`src/common/mem_params.svh`:
```
`ifndef MEM_PARAMS_SVH
`define MEM_PARAMS_SVH

// Byte address width on the master buses.
`define MEM_ADDR_W 24

// Word width everywhere.
`define MEM_DATA_W 32

// Byte enables per word.
`define MEM_BE_W (`MEM_DATA_W / 8)

// Word address width at the SRAM pins.
`define SRAM_ADDR_W 20

// Byte address bit that picks the extended bank.
`define MEM_BANK_BIT 22

`endif

```
`src/common/mem_bus_pkg.sv`:
```
package mem_bus_pkg;

    // Master identity at the arbiter.
    typedef enum logic {
        MASTER_I = 1'b0, // Instruction bus.
        MASTER_D = 1'b1  // Data bus.
    } master_e;

    // Byte-lane converter states.
    // A partial write walks idle, fetch-old, then store-merged.
    typedef enum logic [1:0] {
        CONV_IDLE  = 2'd0, // Pass-through.
        CONV_FETCH = 2'd1, // Reading the old word.
        CONV_STORE = 2'd2  // Writing the merged word.
    } conv_state_e;

endpackage

```
`src/ram/ram_arbiter.sv`:
```
`timescale 1ns/100ps
`include "mem_params.svh"

module ram_arbiter import mem_bus_pkg::*; (
    input  wire                     clk,
    input  wire                     arst_n_i,

    input  wire [`MEM_ADDR_W-1:0]   i_addr_i,
    input  wire                     i_rd_i,
    output logic [`MEM_DATA_W-1:0]  i_rdata_o,
    output logic                    i_stall_o,

    input  wire [`MEM_ADDR_W-1:0]   d_addr_i,
    input  wire [`MEM_DATA_W-1:0]   d_wdata_i,
    input  wire                     d_rd_i,
    input  wire                     d_wr_i,
    output logic [`MEM_DATA_W-1:0]  d_rdata_o,
    output logic                    d_stall_o,

    output logic                    phy_start_o,
    output logic                    phy_write_o,
    output logic [`MEM_ADDR_W-3:0]  phy_addr_o,
    output logic [`MEM_DATA_W-1:0]  phy_wdata_o,
    input  wire                     phy_done_i,
    input  wire [`MEM_DATA_W-1:0]   phy_rdata_i
);

    logic                   busy_q;
    master_e                owner_q;
    master_e                last_q;
    master_e                grant;
    logic                   i_req;
    logic                   d_req;
    logic                   i_done;
    logic                   d_done;
    logic [`MEM_DATA_W-1:0] i_hold_q;
    logic [`MEM_DATA_W-1:0] d_hold_q;

    assign i_req = i_rd_i;
    assign d_req = d_rd_i || d_wr_i;

    // Alternate on contention, else serve whoever asks.
    always_comb begin
        if (i_req && d_req) begin
            grant = (last_q == MASTER_I) ? MASTER_D : MASTER_I;
        end else if (d_req) begin
            grant = MASTER_D;
        end else begin
            grant = MASTER_I;
        end
    end

    assign phy_start_o = !busy_q && (i_req || d_req);
    assign phy_write_o = (grant == MASTER_D) && d_wr_i;
    assign phy_wdata_o = d_wdata_i;

    always_comb begin
        if (grant == MASTER_D) begin
            phy_addr_o = d_addr_i[`MEM_ADDR_W-1:2]; // Word address.
        end else begin
            phy_addr_o = i_addr_i[`MEM_ADDR_W-1:2];
        end
    end

    assign i_done = busy_q && (owner_q == MASTER_I) && phy_done_i;
    assign d_done = busy_q && (owner_q == MASTER_D) && phy_done_i;

    assign i_stall_o = i_req && !i_done;
    assign d_stall_o = d_req && !d_done;

    // Fresh word in the done cycle, last word afterwards.
    assign i_rdata_o = i_done ? phy_rdata_i : i_hold_q;
    assign d_rdata_o = d_done ? phy_rdata_i : d_hold_q;

    always_ff @(posedge clk or negedge arst_n_i) begin
        if (!arst_n_i) begin
            busy_q  <= 1'b0;
            owner_q <= MASTER_I;
            last_q  <= MASTER_D;
        end else if (phy_start_o) begin
            busy_q  <= 1'b1;
            owner_q <= grant;
        end else if (busy_q && phy_done_i) begin
            busy_q <= 1'b0;
            last_q <= owner_q; // Next contention goes the other way.
        end
    end

    always_ff @(posedge clk) begin
        if (i_done) begin
            i_hold_q <= phy_rdata_i;
        end
        if (d_done) begin
            d_hold_q <= phy_rdata_i;
        end
    end

endmodule

```
`config.mk`:
```
export PLATFORM = sky130hd
export DESIGN_NAME = ram_arbiter
export DESIGN_NICKNAME = d
export VERILOG_FILES = /design/src/common/mem_bus_pkg.sv /design/src/ram/ram_arbiter.sv
export VERILOG_INCLUDE_DIRS = /design/src /design/src/common
export SDC_FILE = /design/constraint.sdc
export NUM_CORES = 1
export LEC_CHECK = 0
export BUFFER_PORTS_ARGS = -buffer_cell sky130_fd_sc_hd__buf_2
export CORE_AREA = 2 2 92 94
export CTS_CLUSTER_SIZE = 30
export DETAILED_ROUTE_END_ITERATION = 16
export DIE_AREA = 0 0 94 96
export PLACE_DENSITY = 0.76
export REMOVE_ABC_BUFFERS = 1
export SETUP_SLACK_MARGIN = 0.05
export SLEW_MARGIN = 20
export SYNTH_ARGS = -nofsm -noshare
export SYNTH_HDL_FRONTEND = slang
export SYNTH_SLANG_ARGS = --single-unit
export TNS_END_PERCENT = 30
```
`constraint.sdc`:
```
create_clock -name clk -period 1.5 [get_ports clk]
set_input_delay 0.075 -clock clk [delete_from_list [all_inputs] [get_ports clk]]
set_output_delay 0.075 -clock clk [all_outputs]
set_load 0.02 [all_outputs]
```
==> flow_summary_export.csv <==
group,metric,value,unit
clock_network,cts_num_sinks,67,
die,initial_utilization,36.0,%
drt,postRouteAntennaNets,0,
pwr,fin_total_pwr,0.00847,W
placement,hpwlAfterDp,6800,um
status,status,"finished, violations left",
pwr,leakagePower,2.26,nW
synth,synth_enable_flop_cells,0,
status,violations,"negative setup slack",
drt,vias,2366,
timing,tightestPinTransition,293,ps
clock_network,clock_path_buffers,2,
timing,clock.fmax,0.548,GHz
critical_path,crit_fanout,22,
die,rows,33,
synth,synth_ff_type,"dfxtp_1",
timing,period_needed,1830,ps
global_routing,grt_util_all_layers,19.6,%
placement,io_buffers,171,
synth,netlist_area,0.00290,mm^2
synth,synth.distinct_cells,24,
job,maxCapViolations,0,
final_layout,final_common_cell,"buf_2",
clock_network,ctsHtreeMaxLevel,3,
drt,wl_per_cell,19.2,um
die,die_height,96,um
final_layout,fillers,681,
die,die_width,94,um
critical_path,cp.required,1420,ps
final_layout,antennaDiodeCount,0,
timing,finalHoldViolCount,0,
synth,avgSynthCellArea,13.9,um^2
critical_path,worst-endpoint-arrival,1750,ps
critical_path,endpoint_kind,"output port",
final_layout,final_nets,511,
final_layout,finalInstanceArea,0.00460,mm^2
final_layout,area_growth,59.0,%
global_routing,grt_pass1_vias,2418,
clock_network,worstSkewPairLatency,340,ps
global_routing,grt.overflow.total,0,
clock_network,clock-root-buffer,"clkbuf_8",
critical_path,worstSetupPathType,"flip-flop to output port",
synth,ys_seq_elements,67,
pwr,power_density,1840,mW/mm^2
synth,ys_seq_area_share,46.9,%
drt,wl,9680,um
drt,drtIter0Drc,49,
timing,final-max-slew-violation-count,0,
placement,place_congestion,0.687,
drt,viasPerCell,4.70,
clock_network,clkTransAtPathRegs,80,ps
drt,dr.pass1.iters,4,
timing,clock_skew,6.06,ps
pwr,ir_drop,1020,uV
critical_path,startpoint_type,"flip-flop",
die,coreArea,0.00805,mm^2
die,io_pins,240,
drt,drc,0,
timing,min_period_over_period,122,%
synth,syn_inst,208,
min_path,hold_class,"input port to flip-flop",
final_layout,register_area,0.00136,mm^2
final_layout,final_cell_mix,"buf_2 (119), dfxtp_1 (64), mux2_2 (51)",
clock_network,cts_tree,"yes",
die,dieArea,0.00902,mm^2
timing,relSlewSlack,80.3,%
synth,ys_async_sr_fraction,4.48,%
synth,ys_warn_count,0,
timing,setup_viol,88,
timing,setup_ws,-325,ps
clock_network,cts_buffers,9,
global_routing,grt_max_degree,23,
final_layout,multi_input_comb_area,0.00123,mm^2
global_routing,antenna_found_initial,0,
timing,grt_setup_unrepaired,"true",
final_layout,drive_above_1_share,72.6,%
global_routing,grt_pass1_wl,12700,um
placement,placed_cell_area,0.00368,mm^2
timing repair:
| item | 4_1_cts | 5_1_grt |
|---|---|---|
| hold buffers | 33 | 0 |
| setup buffers | 1 | 0 |
| cloned | 1 | 2 |
| endpoints found under the setup margin | 88 | 88 |
| gates resized for setup | 42 | 51 |
| endpoints found under the hold margin | 65 | 0 |
area by class of cell:
cell class | instances | area share [%]
multi-input cells | 100 | 26.7
clock inverters | 6 | 1.93
clock buffers | 10 | 2.99
flip-flops and latches | 67 | 29.5
well taps | 105 | 2.85
repair buffers | 215 | 36.0
per-stage QoR:
stage	cells	TNS, ps	utilization [%]	setup slack (ps)	hold WS, ps
floorplan	167	-1960	-	-73.1	-221
global placement	450	0	45.7	51.6	-124
detailed placement	450	0	45.7	40.9	-123
CTS	501	-21870	54.7	-345	4.75
global route	503	-26770	57.2	-387	17.1
finish	503	-20650	57.2	-325	19.9
logic make-up (layout without fill, tap and decap cells):
| group | count (synthesis) | count (layout) | synth area share, % |
|---|---|---|---|
| buffers and inverters | 41 | 231 | 11.6 |
| DFF | 67 | 67 | 46.9 |
| and+or+nand+nor | 8 | 8 | 2.38 |
| AOI/OAI and AO/OA | 6 | 6 | 1.86 |
| muxes | 86 | 86 | 37.3 |
sequential cells by signal, indices dropped and copies added, names as in the netlist:
register,cells
last_q,1
owner_q,1
busy_q,1
i_hold_q,32
d_hold_q,32
report_power, final:
part	switching, W	internal [W]
Sequential	0.000206	0.00251
Clock	0.000690	0.000980
Combinational	0.00199	0.00210
Total	0.00288	0.00558
cell usage after synthesis (all sizes together) (2+ instances only):
master,instances,share of area (%)
buf,38,10
dfrtp,2,1.7
clkbuf,3,1.4
o2bb2ai,2,0.82
mux2,86,37
dfxtp,64,44
critical path, cell delays in order (launching register included):
cell and delay [ps]:
dfstp_2 570, o2bb2ai_4 140, buf_12 180, mux2_2 350, buf_4 160
per-layer routing:
layer | vias to the layer above | GRT usage [%] | routed length, um
li1 | 1061 | - | -
met1 | 1111 | 16.5 | 3100
met2 | 182 | 35.1 | 4960
met3 | 10 | 14.7 | 1420
met4 | 2 | 6.28 | 135
met5 | - | 5.36 | 62
final timing paths:
kind	from	end	slack, ps	cells past startpoint
max	last_q	phy_addr_o[6]	-330	4
min	phy_done_i	busy_q	20	2
max reg2reg	owner_q	d_hold_q[22]	180	4
min reg2reg	d_hold_q[23]	d_hold_q[23]	480	1
max in group asynchronous	arst_n_i	last_q	1250	2
min in group asynchronous	arst_n_i	owner_q	60	2
No activity file was read; power rests on OpenSTA's default activity.
