<file path="config.mk">
export PLATFORM = sky130hd
export DESIGN_NAME = bytes_conv
export DESIGN_NICKNAME = d
export VERILOG_FILES = /design/src/common/mem_bus_pkg.sv /design/src/hdl/bytes_conv.sv
export VERILOG_INCLUDE_DIRS = /design/src /design/src/common
export SDC_FILE = /design/constraint.sdc
export NUM_CORES = 1
export LEC_CHECK = 0
export BUFFER_PORTS_ARGS = -buffer_cell sky130_fd_sc_hd__buf_2
export CORE_MARGIN = 2
export CORE_UTILIZATION = 38
export DETAILED_ROUTE_END_ITERATION = 8
export GPL_ROUTABILITY_DRIVEN = 0
export GPL_TIMING_DRIVEN = 1
export PLACE_DENSITY = 0.81
export RECOVER_POWER = 50
export SLEW_MARGIN = 25
export SYNTH_ARGS = -nofsm -noshare
export SYNTH_HDL_FRONTEND = slang
export SYNTH_SLANG_ARGS = --single-unit
</file>
<file path="constraint.sdc">
create_clock -name clk -period 4.2 [get_ports clk]
set_input_delay 0.84 -clock clk [delete_from_list [all_inputs] [get_ports clk]]
set_output_delay 0.84 -clock clk [all_outputs]
set_load 0.02 [all_outputs]
</file>
<file path="src/common/mem_params.svh">
`ifndef MEM_PARAMS_SVH
`define MEM_PARAMS_SVH

// Byte address width on the master buses.
`define MEM_ADDR_W 24

// Word width everywhere.
`define MEM_DATA_W 32

// Byte enables per word.
`define MEM_BE_W (`MEM_DATA_W / 8)

// Word address width at the SRAM pins.
`define SRAM_ADDR_W 20

// Byte address bit that picks the extended bank.
`define MEM_BANK_BIT 22

`endif

</file>
<file path="src/common/mem_bus_pkg.sv">
package mem_bus_pkg;

    // Master identity at the arbiter.
    typedef enum logic {
        MASTER_I = 1'b0, // Instruction bus.
        MASTER_D = 1'b1  // Data bus.
    } master_e;

    // Byte-lane converter states.
    // A partial write walks idle, fetch-old, then store-merged.
    typedef enum logic [1:0] {
        CONV_IDLE  = 2'd0, // Pass-through.
        CONV_FETCH = 2'd1, // Reading the old word.
        CONV_STORE = 2'd2  // Writing the merged word.
    } conv_state_e;

endpackage

</file>
<file path="src/hdl/bytes_conv.sv">
`timescale 1ns/100ps
`include "mem_params.svh"

module bytes_conv import mem_bus_pkg::*; (
    input  wire                     clk,
    input  wire                     arst_n_i,

    input  wire [`MEM_ADDR_W-1:0]   addr_i,
    input  wire [`MEM_BE_W-1:0]     be_i,
    input  wire [`MEM_DATA_W-1:0]   wdata_i,
    input  wire                     rd_i,
    input  wire                     wr_i,
    output logic [`MEM_DATA_W-1:0]  rdata_o,
    output logic                    stall_o,

    output logic [`MEM_ADDR_W-1:0]  mem_addr_o,
    output logic [`MEM_DATA_W-1:0]  mem_wdata_o,
    output logic                    mem_rd_o,
    output logic                    mem_wr_o,
    input  wire [`MEM_DATA_W-1:0]   mem_rdata_i,
    input  wire                     mem_stall_i
);

    conv_state_e            state_q;
    conv_state_e            state_d;
    logic [`MEM_DATA_W-1:0] old_q;
    logic [`MEM_DATA_W-1:0] merged;
    logic                   partial;

    assign partial = wr_i && (be_i != {`MEM_BE_W{1'b1}});

    assign mem_addr_o = addr_i;
    assign rdata_o    = mem_rdata_i;

    // New bytes where enabled, old bytes elsewhere.
    always_comb begin
        for (int k = 0; k < `MEM_BE_W; k++) begin
            merged[8*k +: 8] = be_i[k] ? wdata_i[8*k +: 8] : old_q[8*k +: 8];
        end
    end

    always_comb begin
        state_d     = state_q;
        mem_rd_o    = rd_i;
        mem_wr_o    = wr_i;
        mem_wdata_o = wdata_i;
        stall_o     = mem_stall_i;
        case (state_q)
            CONV_IDLE: begin
                if (partial) begin
                    mem_rd_o = 1'b1; // Fetch starts right away.
                    mem_wr_o = 1'b0;
                    stall_o  = 1'b1;
                    state_d  = mem_stall_i ? CONV_FETCH : CONV_STORE;
                end
            end
            CONV_FETCH: begin
                mem_rd_o = 1'b1;
                mem_wr_o = 1'b0;
                stall_o  = 1'b1;
                if (!mem_stall_i) begin
                    state_d = CONV_STORE;
                end
            end
            CONV_STORE: begin
                mem_rd_o    = 1'b0;
                mem_wr_o    = 1'b1;
                mem_wdata_o = merged;
                if (!mem_stall_i) begin
                    state_d = CONV_IDLE; // Master released here.
                end
            end
            default: state_d = CONV_IDLE;
        endcase
    end

    always_ff @(posedge clk or negedge arst_n_i) begin
        if (!arst_n_i) begin
            state_q <= CONV_IDLE;
        end else begin
            state_q <= state_d;
        end
    end

    always_ff @(posedge clk) begin
        if (state_d == CONV_STORE && state_q != CONV_STORE) begin
            old_q <= mem_rdata_i;
        end
    end

endmodule

</file>
==> results by group, run 1 <==
Floorplan
  – Die Y: 78.29 um
  – Die width: roughly 78 um
  – I/O pins: 188
  – FP Rows: 27
  – Die area: roughly 6000 um2
  – Floorplan core area: approximately 5400 um2
  – Starting density of the core: 0.3880

Placement
  – Post-DP HPWL: 3130 um
  – Post-DP Area: 2464 um2
  – I/O Buffers: 139
  – Setup slack after placement: 1.552 ns

Route
  – DR vias/cell: 4.425
  – Post-route DRC: 0
  – Drt wl/cell: ~13 um
  – TritonRoute pass-1 iters: 4
  – Routed via count: 1354
  – Antenna viol nets, final: 0
  – DR iter-0 viols: 25
  – Drt total wl: 3901 um

Logic synthesis
  – Yosys warnings: 0
  – Seq/Total Area, Yosys: 0.4821
  – Synthesized area: approximately 2100 um2
  – Avg Cell Area, Syn: 14.66 um2
  – Synthesized flop and latch total: 34
  – Yosys top cell area share: 0.4582
  – Top-count cell post-synth: buf_4
  – FFs w/ async S/R, synth: 0.05882
  – Commonest cells post-synth: 56 x buf_4, 32 x edfxtp_1, 32 x mux2_4
  – EDFF count, synth: 32
  – Yosys top cell by area: edfxtp_1
  – Yosys cell types: 18
  – Post-Syn Instances: 143
  – Synthesized net count: 240
  – Ys flop type: edfxtp_1
  – Main area contributors after synthesis: edfxtp_1 46%, mux2_4 23%, buf_4 20%

Cells and area
  – Antenna diodes: 0
  – Layout area overhead: 20.88%
  – Final instance area: 2535 um2
  – Nets@finish: 330
  – Proportion of layout cells with a drive suffix above 1: 0.7308

Clocking
  – Setup bufs post-CTS: 0
  – CTS root buffer: clkbuf_8
  – Post-CTS sizing: 0
  – Cts hold-fix bufs: 0
  – Sinks on the clock net: 34
  – Insertion delay to the later sink of the worst-skew pair: around 0.28 ns
  – Longest Clk Path Bufs: 2
  – CTS tree: yes
  – CTS Buf Count: 5
  – H-tree depth: 2
  – Clk slew on worst S/H paths: around 0.06 ns

STA
  – FMAX: 0.3418 GHz
  – Skew final: around 0.0033 ns
  – Final period util: 0.6965
  – Setup tns final: 0 ns
  – Final setup fails: 0
  – Tightest Pin Transition: ~1.7 ns
  – Max-slew headroom: -0.1609
  – Setup ws final: roughly 1.3 ns
  – RSZ-0062 raised after global routing: no
  – Tmin final: 2.925 ns
  – Max Slew Vio Count: 33
  – Fin. Hold Viols: 0

Worst setup path
  – Crit path kind: register to output port
  – R2r setup slk: 1.64 ns
  – CP arrival: 2.09 ns
  – Max incr delay on CP: 0.51 ns
  – Worst Setup SP: state_q[0]
  – WP data required: 3.36 ns
  – CP max stage cell: nand2b_1
  – Worst setup SP type: register
  – CP Capture Type: output port
  – RR Startpoint: state_q[1]
  – Crit Path Max Fanout: 8
  – CP Cell Sequence: nand2b_1 -> nor2_8 -> mux2_4 -> buf_2

Flow run
  – Max-Cap Viols: 1

Global routing
  – Initial antenna violation count: 0
  – Tot GR Track Use: 0.1250
  – First-pass GRT wire length: ~5800 um
  – GR Overflow Total: 0
  – Vias in the first global route: 1276
  – Largest net degree at the start of global routing: 33

Power and ir drop
  – Sequential Power Share: 0.448
  – Pleak: 1.212 nW
  – Maximum VDD drop: between 0.00015 and 0.0002 V
  – Net switching power: 0.0002652 W
  – Comb pwr share: 0.288
  – Clock network power share: 0.264
  – Pwr/cell area: 361.9 nW/um2
  – Overall Power: 0.0009174 W
  – Int Pwr: 0.0006523 W
  – Sw Ratio: 0.2890

Status
  – Failing checks: capacitance limit, slew limit
  – Status: finished, violations left

Hold path
  – Hold/Removal Path Class: input port to asynchronous set/reset pin
==> final cells by class <==
class                      instances  area [um2]
fill                             524        2870
sequential                        34        1011
timing repair buffer             140       684.4
multi-input combinational         50       651.9
clock buffer                       8       90.09
tap                               72       90.09
inverter                           2       7.507
==> path summary, 6_finish.rpt <==
kind                       depth (start not counted)              end
hold reg to reg                                    1       state_q[0]
max in group asynchronous                          1       state_q[0]
min in group clk                                   1       state_q[0]
setup / recovery                                   4  mem_wdata_o[31]
setup reg to reg                                   3        old_q[27]
hold / removal                                     1       state_q[1]
==> worst max-delay path: cells and delay by family, from the launching register on <==
family	cells	cell delay, ns
buffers and inverters	1	0.16
DFF	1	0.42
muxes	1	0.33
and+or+nand+nor	2	0.90
==> sequential cells by signal, summed over array words and instances, names as in the netlist <==
register	count
old_q	32
state_q	2
==> per-layer routing <==
metal | up-vias | track usage | part of all wire
met5 | - | 0 | 0
met4 | 0 | 0.05614 | 0.023
met3 | 13 | 0.04943 | 0.11
met2 | 97 | 0.2198 | 0.51
met1 | 610 | 0.1313 | 0.36
li1 | 634 | - | -
==> through the flow <==
stage	hold slack (ns)	util	cells
2_1_floorplan	0.5036	-	143
3_3_place_gp	0.5310	0.4558	298
3_5_place_dp	0.5619	0.4558	298
4_1_cts	0.3249	0.4725	306
5_1_grt	0.3239	0.4690	306
6_report	0.3383	0.4690	306
==> cell usage in the layout (no fill, tap or decap), types with 2 or more instances in the layout <==
cell      netlist  routed
dfrtp_1         2       2
buf_2           0     127
edfxtp_1       32      32
clkbuf_1        0      15
clkbuf_8        0       6
o32ai_1         2       2
mux2_4         32      32
inv_1           2       2
nor2_1          3       3
nor2_8          4       4
==> power by group through the flow <==
stage / registers [W] / clock network [W] / logic (W)
floorplan: 0.000416 / 0 / 0.000232
global placement: 0.000416 / 0 / 0.000267
detailed placement: 0.000417 / 0 / 0.000271
CTS: 0.000410 / 0.000255 / 0.000271
global route: 0.000414 / 0.000270 / 0.000282
finish: 0.000411 / 0.000242 / 0.000264
==> cells by family (layout without fill, tap and decap cells) <==
family | count (synthesis) | after routing | synth area share
and+or+nand+nor | 13 | 13 | 0.05967
DFF | 34 | 34 | 0.4821
buffers and inverters | 59 | 150 | 0.2094
muxes | 32 | 32 | 0.2291
AOI/OAI and AO/OA | 5 | 5 | 0.01969
Note: power is estimated with default switching activity, not from simulation.
==> inputs of run 2 (changes only) <==
Settings changed: ABC_AREA set to 1, CORE_UTILIZATION 38 to 39.
Clock period 4.2 ns to 3.02 ns, I/O delays scaled along.
==> results by group, run 2 <==
Logic synthesis
  – Seq/Total Area, Yosys: 0.4537
  – Commonest cells post-synth: 56 x buf_4, 36 x inv_1, 36 x nand2_1
  – FFs w/ async S/R, synth: 0.05882
  – Yosys top cell area share: 0.4312
  – Yosys warnings: 0
  – Post-Syn Instances: ~220
  – Ys flop type: edfxtp_1
  – Avg Cell Area, Syn: 9.948 um2
  – Top-count cell post-synth: buf_4
  – EDFF count, synth: 32
  – Synthesized net count: between 300 and 400
  – Synthesized flop and latch total: 34
  – Main area contributors after synthesis: edfxtp_1 43%, buf_4 19%, o21ai_2 13%
  – Yosys top cell by area: edfxtp_1
  – Yosys cell types: 14
  – Synthesized area: 2228 um2

Clocking
  – Cts hold-fix bufs: 0
  – Setup bufs post-CTS: 0
  – Clk slew on worst S/H paths: 0.06 ns
  – Post-CTS sizing: 0
  – Longest Clk Path Bufs: 2
  – CTS Buf Count: 5
  – CTS tree: yes
  – CTS root buffer: clkbuf_8
  – Insertion delay to the later sink of the worst-skew pair: 0.27 ns
  – H-tree depth: 2
  – Sinks on the clock net: 34

STA
  – Final setup fails: 0
  – Skew final: 0.004579 ns
  – Tmin final: 2.451 ns
  – Setup tns final: 0 ns
  – Max Slew Vio Count: 0
  – FMAX: 0.4079 GHz
  – RSZ-0062 raised after global routing: no
  – Fin. Hold Viols: 0
  – Tightest Pin Transition: 0.6917 ns
  – Max-slew headroom: 0.5389
  – Final period util: 0.8117
  – Setup ws final: roughly 0.57 ns

Global routing
  – Initial antenna violation count: 0
  – Tot GR Track Use: 0.1305
  – Largest net degree at the start of global routing: 17
  – GR Overflow Total: 0
  – Vias in the first global route: between 1000 and 1500
  – First-pass GRT wire length: 6368 um

Cells and area
  – Most frequent cells in the layout: 111 x buf_2, 36 x inv_1, 36 x nand2_1
  – Post-route core utilization: 0.4606
  – Final instance area: approximately 2500 um2
  – Nets@finish: 405
  – Max FFs per register: 32
  – Biggest regs: old_q: 32 flops, state_q: 2 flops
  – Proportion of layout cells with a drive suffix above 1: 0.5210
  – Antenna diodes: 0
  – Commonest non-fill, non-tap cell in the layout: buf_2
  – Largest reg by FF count: old_q
  – Layout area overhead: 13.81%

Power and ir drop
  – Pleak: around 1.3 nW
  – Pwr/cell area: 523.7 nW/um2
  – Maximum VDD drop: 0.0002531 V

Worst setup path
  – Crit Path Max Fanout: 16
  – CP arrival: 1.85 ns
  – CP Capture Type: output port
  – WP data required: 2.42 ns
  – Worst Setup SP: state_q[0]
  – FF-to-FF path depth: 4
  – RR Startpoint: state_q[1]
  – R2r setup slk: 1.43 ns
  – Reg2Reg Capture Point: old_q[19]
  – Crit path kind: register to output port
  – Worst setup SP type: register

Floorplan
  – Floorplan core area: 5507 um2
  – Die area: 6335 um2
  – Die Y: 79.59 um
  – FP Rows: 27
  – I/O pins: 188
  – Die width: 79.59 um
  – Starting density of the core: 0.4047

Flow run
  – Max-Cap Viols: 0

Placement
  – Post-DP Area: 2491 um2
  – Post-DP HPWL: 3481 um
  – I/O Buffers: 139
  – Setup slack after placement: 0.7581 ns

Route
  – Post-route DRC: 0
  – Routed via count: roughly 1600
  – Drt total wl: 4146 um
  – Drt wl/cell: 10.88 um
  – Antenna viol nets, final: 0
  – TritonRoute pass-1 iters: 4
  – DR iter-0 viols: 17
  – DR vias/cell: 4.168

Status
  – Status: finished, final reports clean

Hold path
  – Hold/Removal Path Class: input port to asynchronous set/reset pin
-- run 2: cell count changes after synthesis, sizes merged, moves of 7 or more --
| cell | previous run | this run |
|---|---|---|
| inv | 2 | 37 |
| o21ai | 0 | 32 |
| buf | 57 | 64 |
| mux2 | 32 | 0 |
| nand2 | 1 | 45 |
-- run 2: critical path, stage by stage (launching register included) --
cell     delay, ns
dfrtp_1       0.37
inv_2         0.07
nand2_2       0.13
or2_1         0.58
nand2_1       0.15
o21ai_2       0.09
buf_2         0.18
-- run 2: per-stage QoR --
stage	total power, W	hold WS [ns]	std cells
finish	0.001328	0.1069	381
global route	0.001414	0.09035	381
CTS	0.001362	0.08893	381
detailed placement	0.001050	0.3948	373
global placement	0.001043	0.3918	373
floorplan	0.0009971	0.3084	224
-- run 2: per-layer routing --
| metal | global-route usage | share of wire |
|---|---|---|
| met3 | 0.03507 | 0.084 |
| met4 | 0.06724 | 0.020 |
| met1 | 0.1339 | 0.38 |
| met5 | 0 | 0 |
| met2 | 0.2403 | 0.52 |
-- run 2: layout make-up --
| cell class | count | area [um2] |
|---|---|---|
| Tap cell | 72 | 90.09 |
| Clock inverter | 3 | 11.26 |
| Inverter | 37 | 138.9 |
| Multi-Input combinational cell | 89 | 540.5 |
| Timing Repair Buffer | 141 | 675.6 |
| Sequential cell | 34 | 1011 |
| Fill cell | 554 | 2970 |
| Clock buffer | 5 | 68.82 |
-- run 2: how the worst max path moves through the flow --
stage | to | slack (ns) | cells past startpoint
final | mem_wdata_o[30] | 0.57 | 6
after global routing | mem_wdata_o[25] | 0.38 | 6
after CTS | mem_wdata_o[30] | 0.53 | 6
after detailed placement | mem_wdata_o[30] | 0.76 | 5
after global placement | mem_wdata_o[26] | 0.76 | 5
after floorplan | old_q[0] | 0.35 | 5
-- run 2: report_power, final --
part | leakage, nW | internal [W] | switching [W]
clock | 0.0407 | 0.000154 | 0.000147
combinational | 0.928 | 0.000149 | 0.000300
sequential | 0.324 | 0.000566 | 0.0000119
-- run 2: kinds of logic after synthesis --
logic type,share of synthesized area
compound gates,0.1258
simple gates,0.1134
buf+inv,0.3071
flops,0.4537
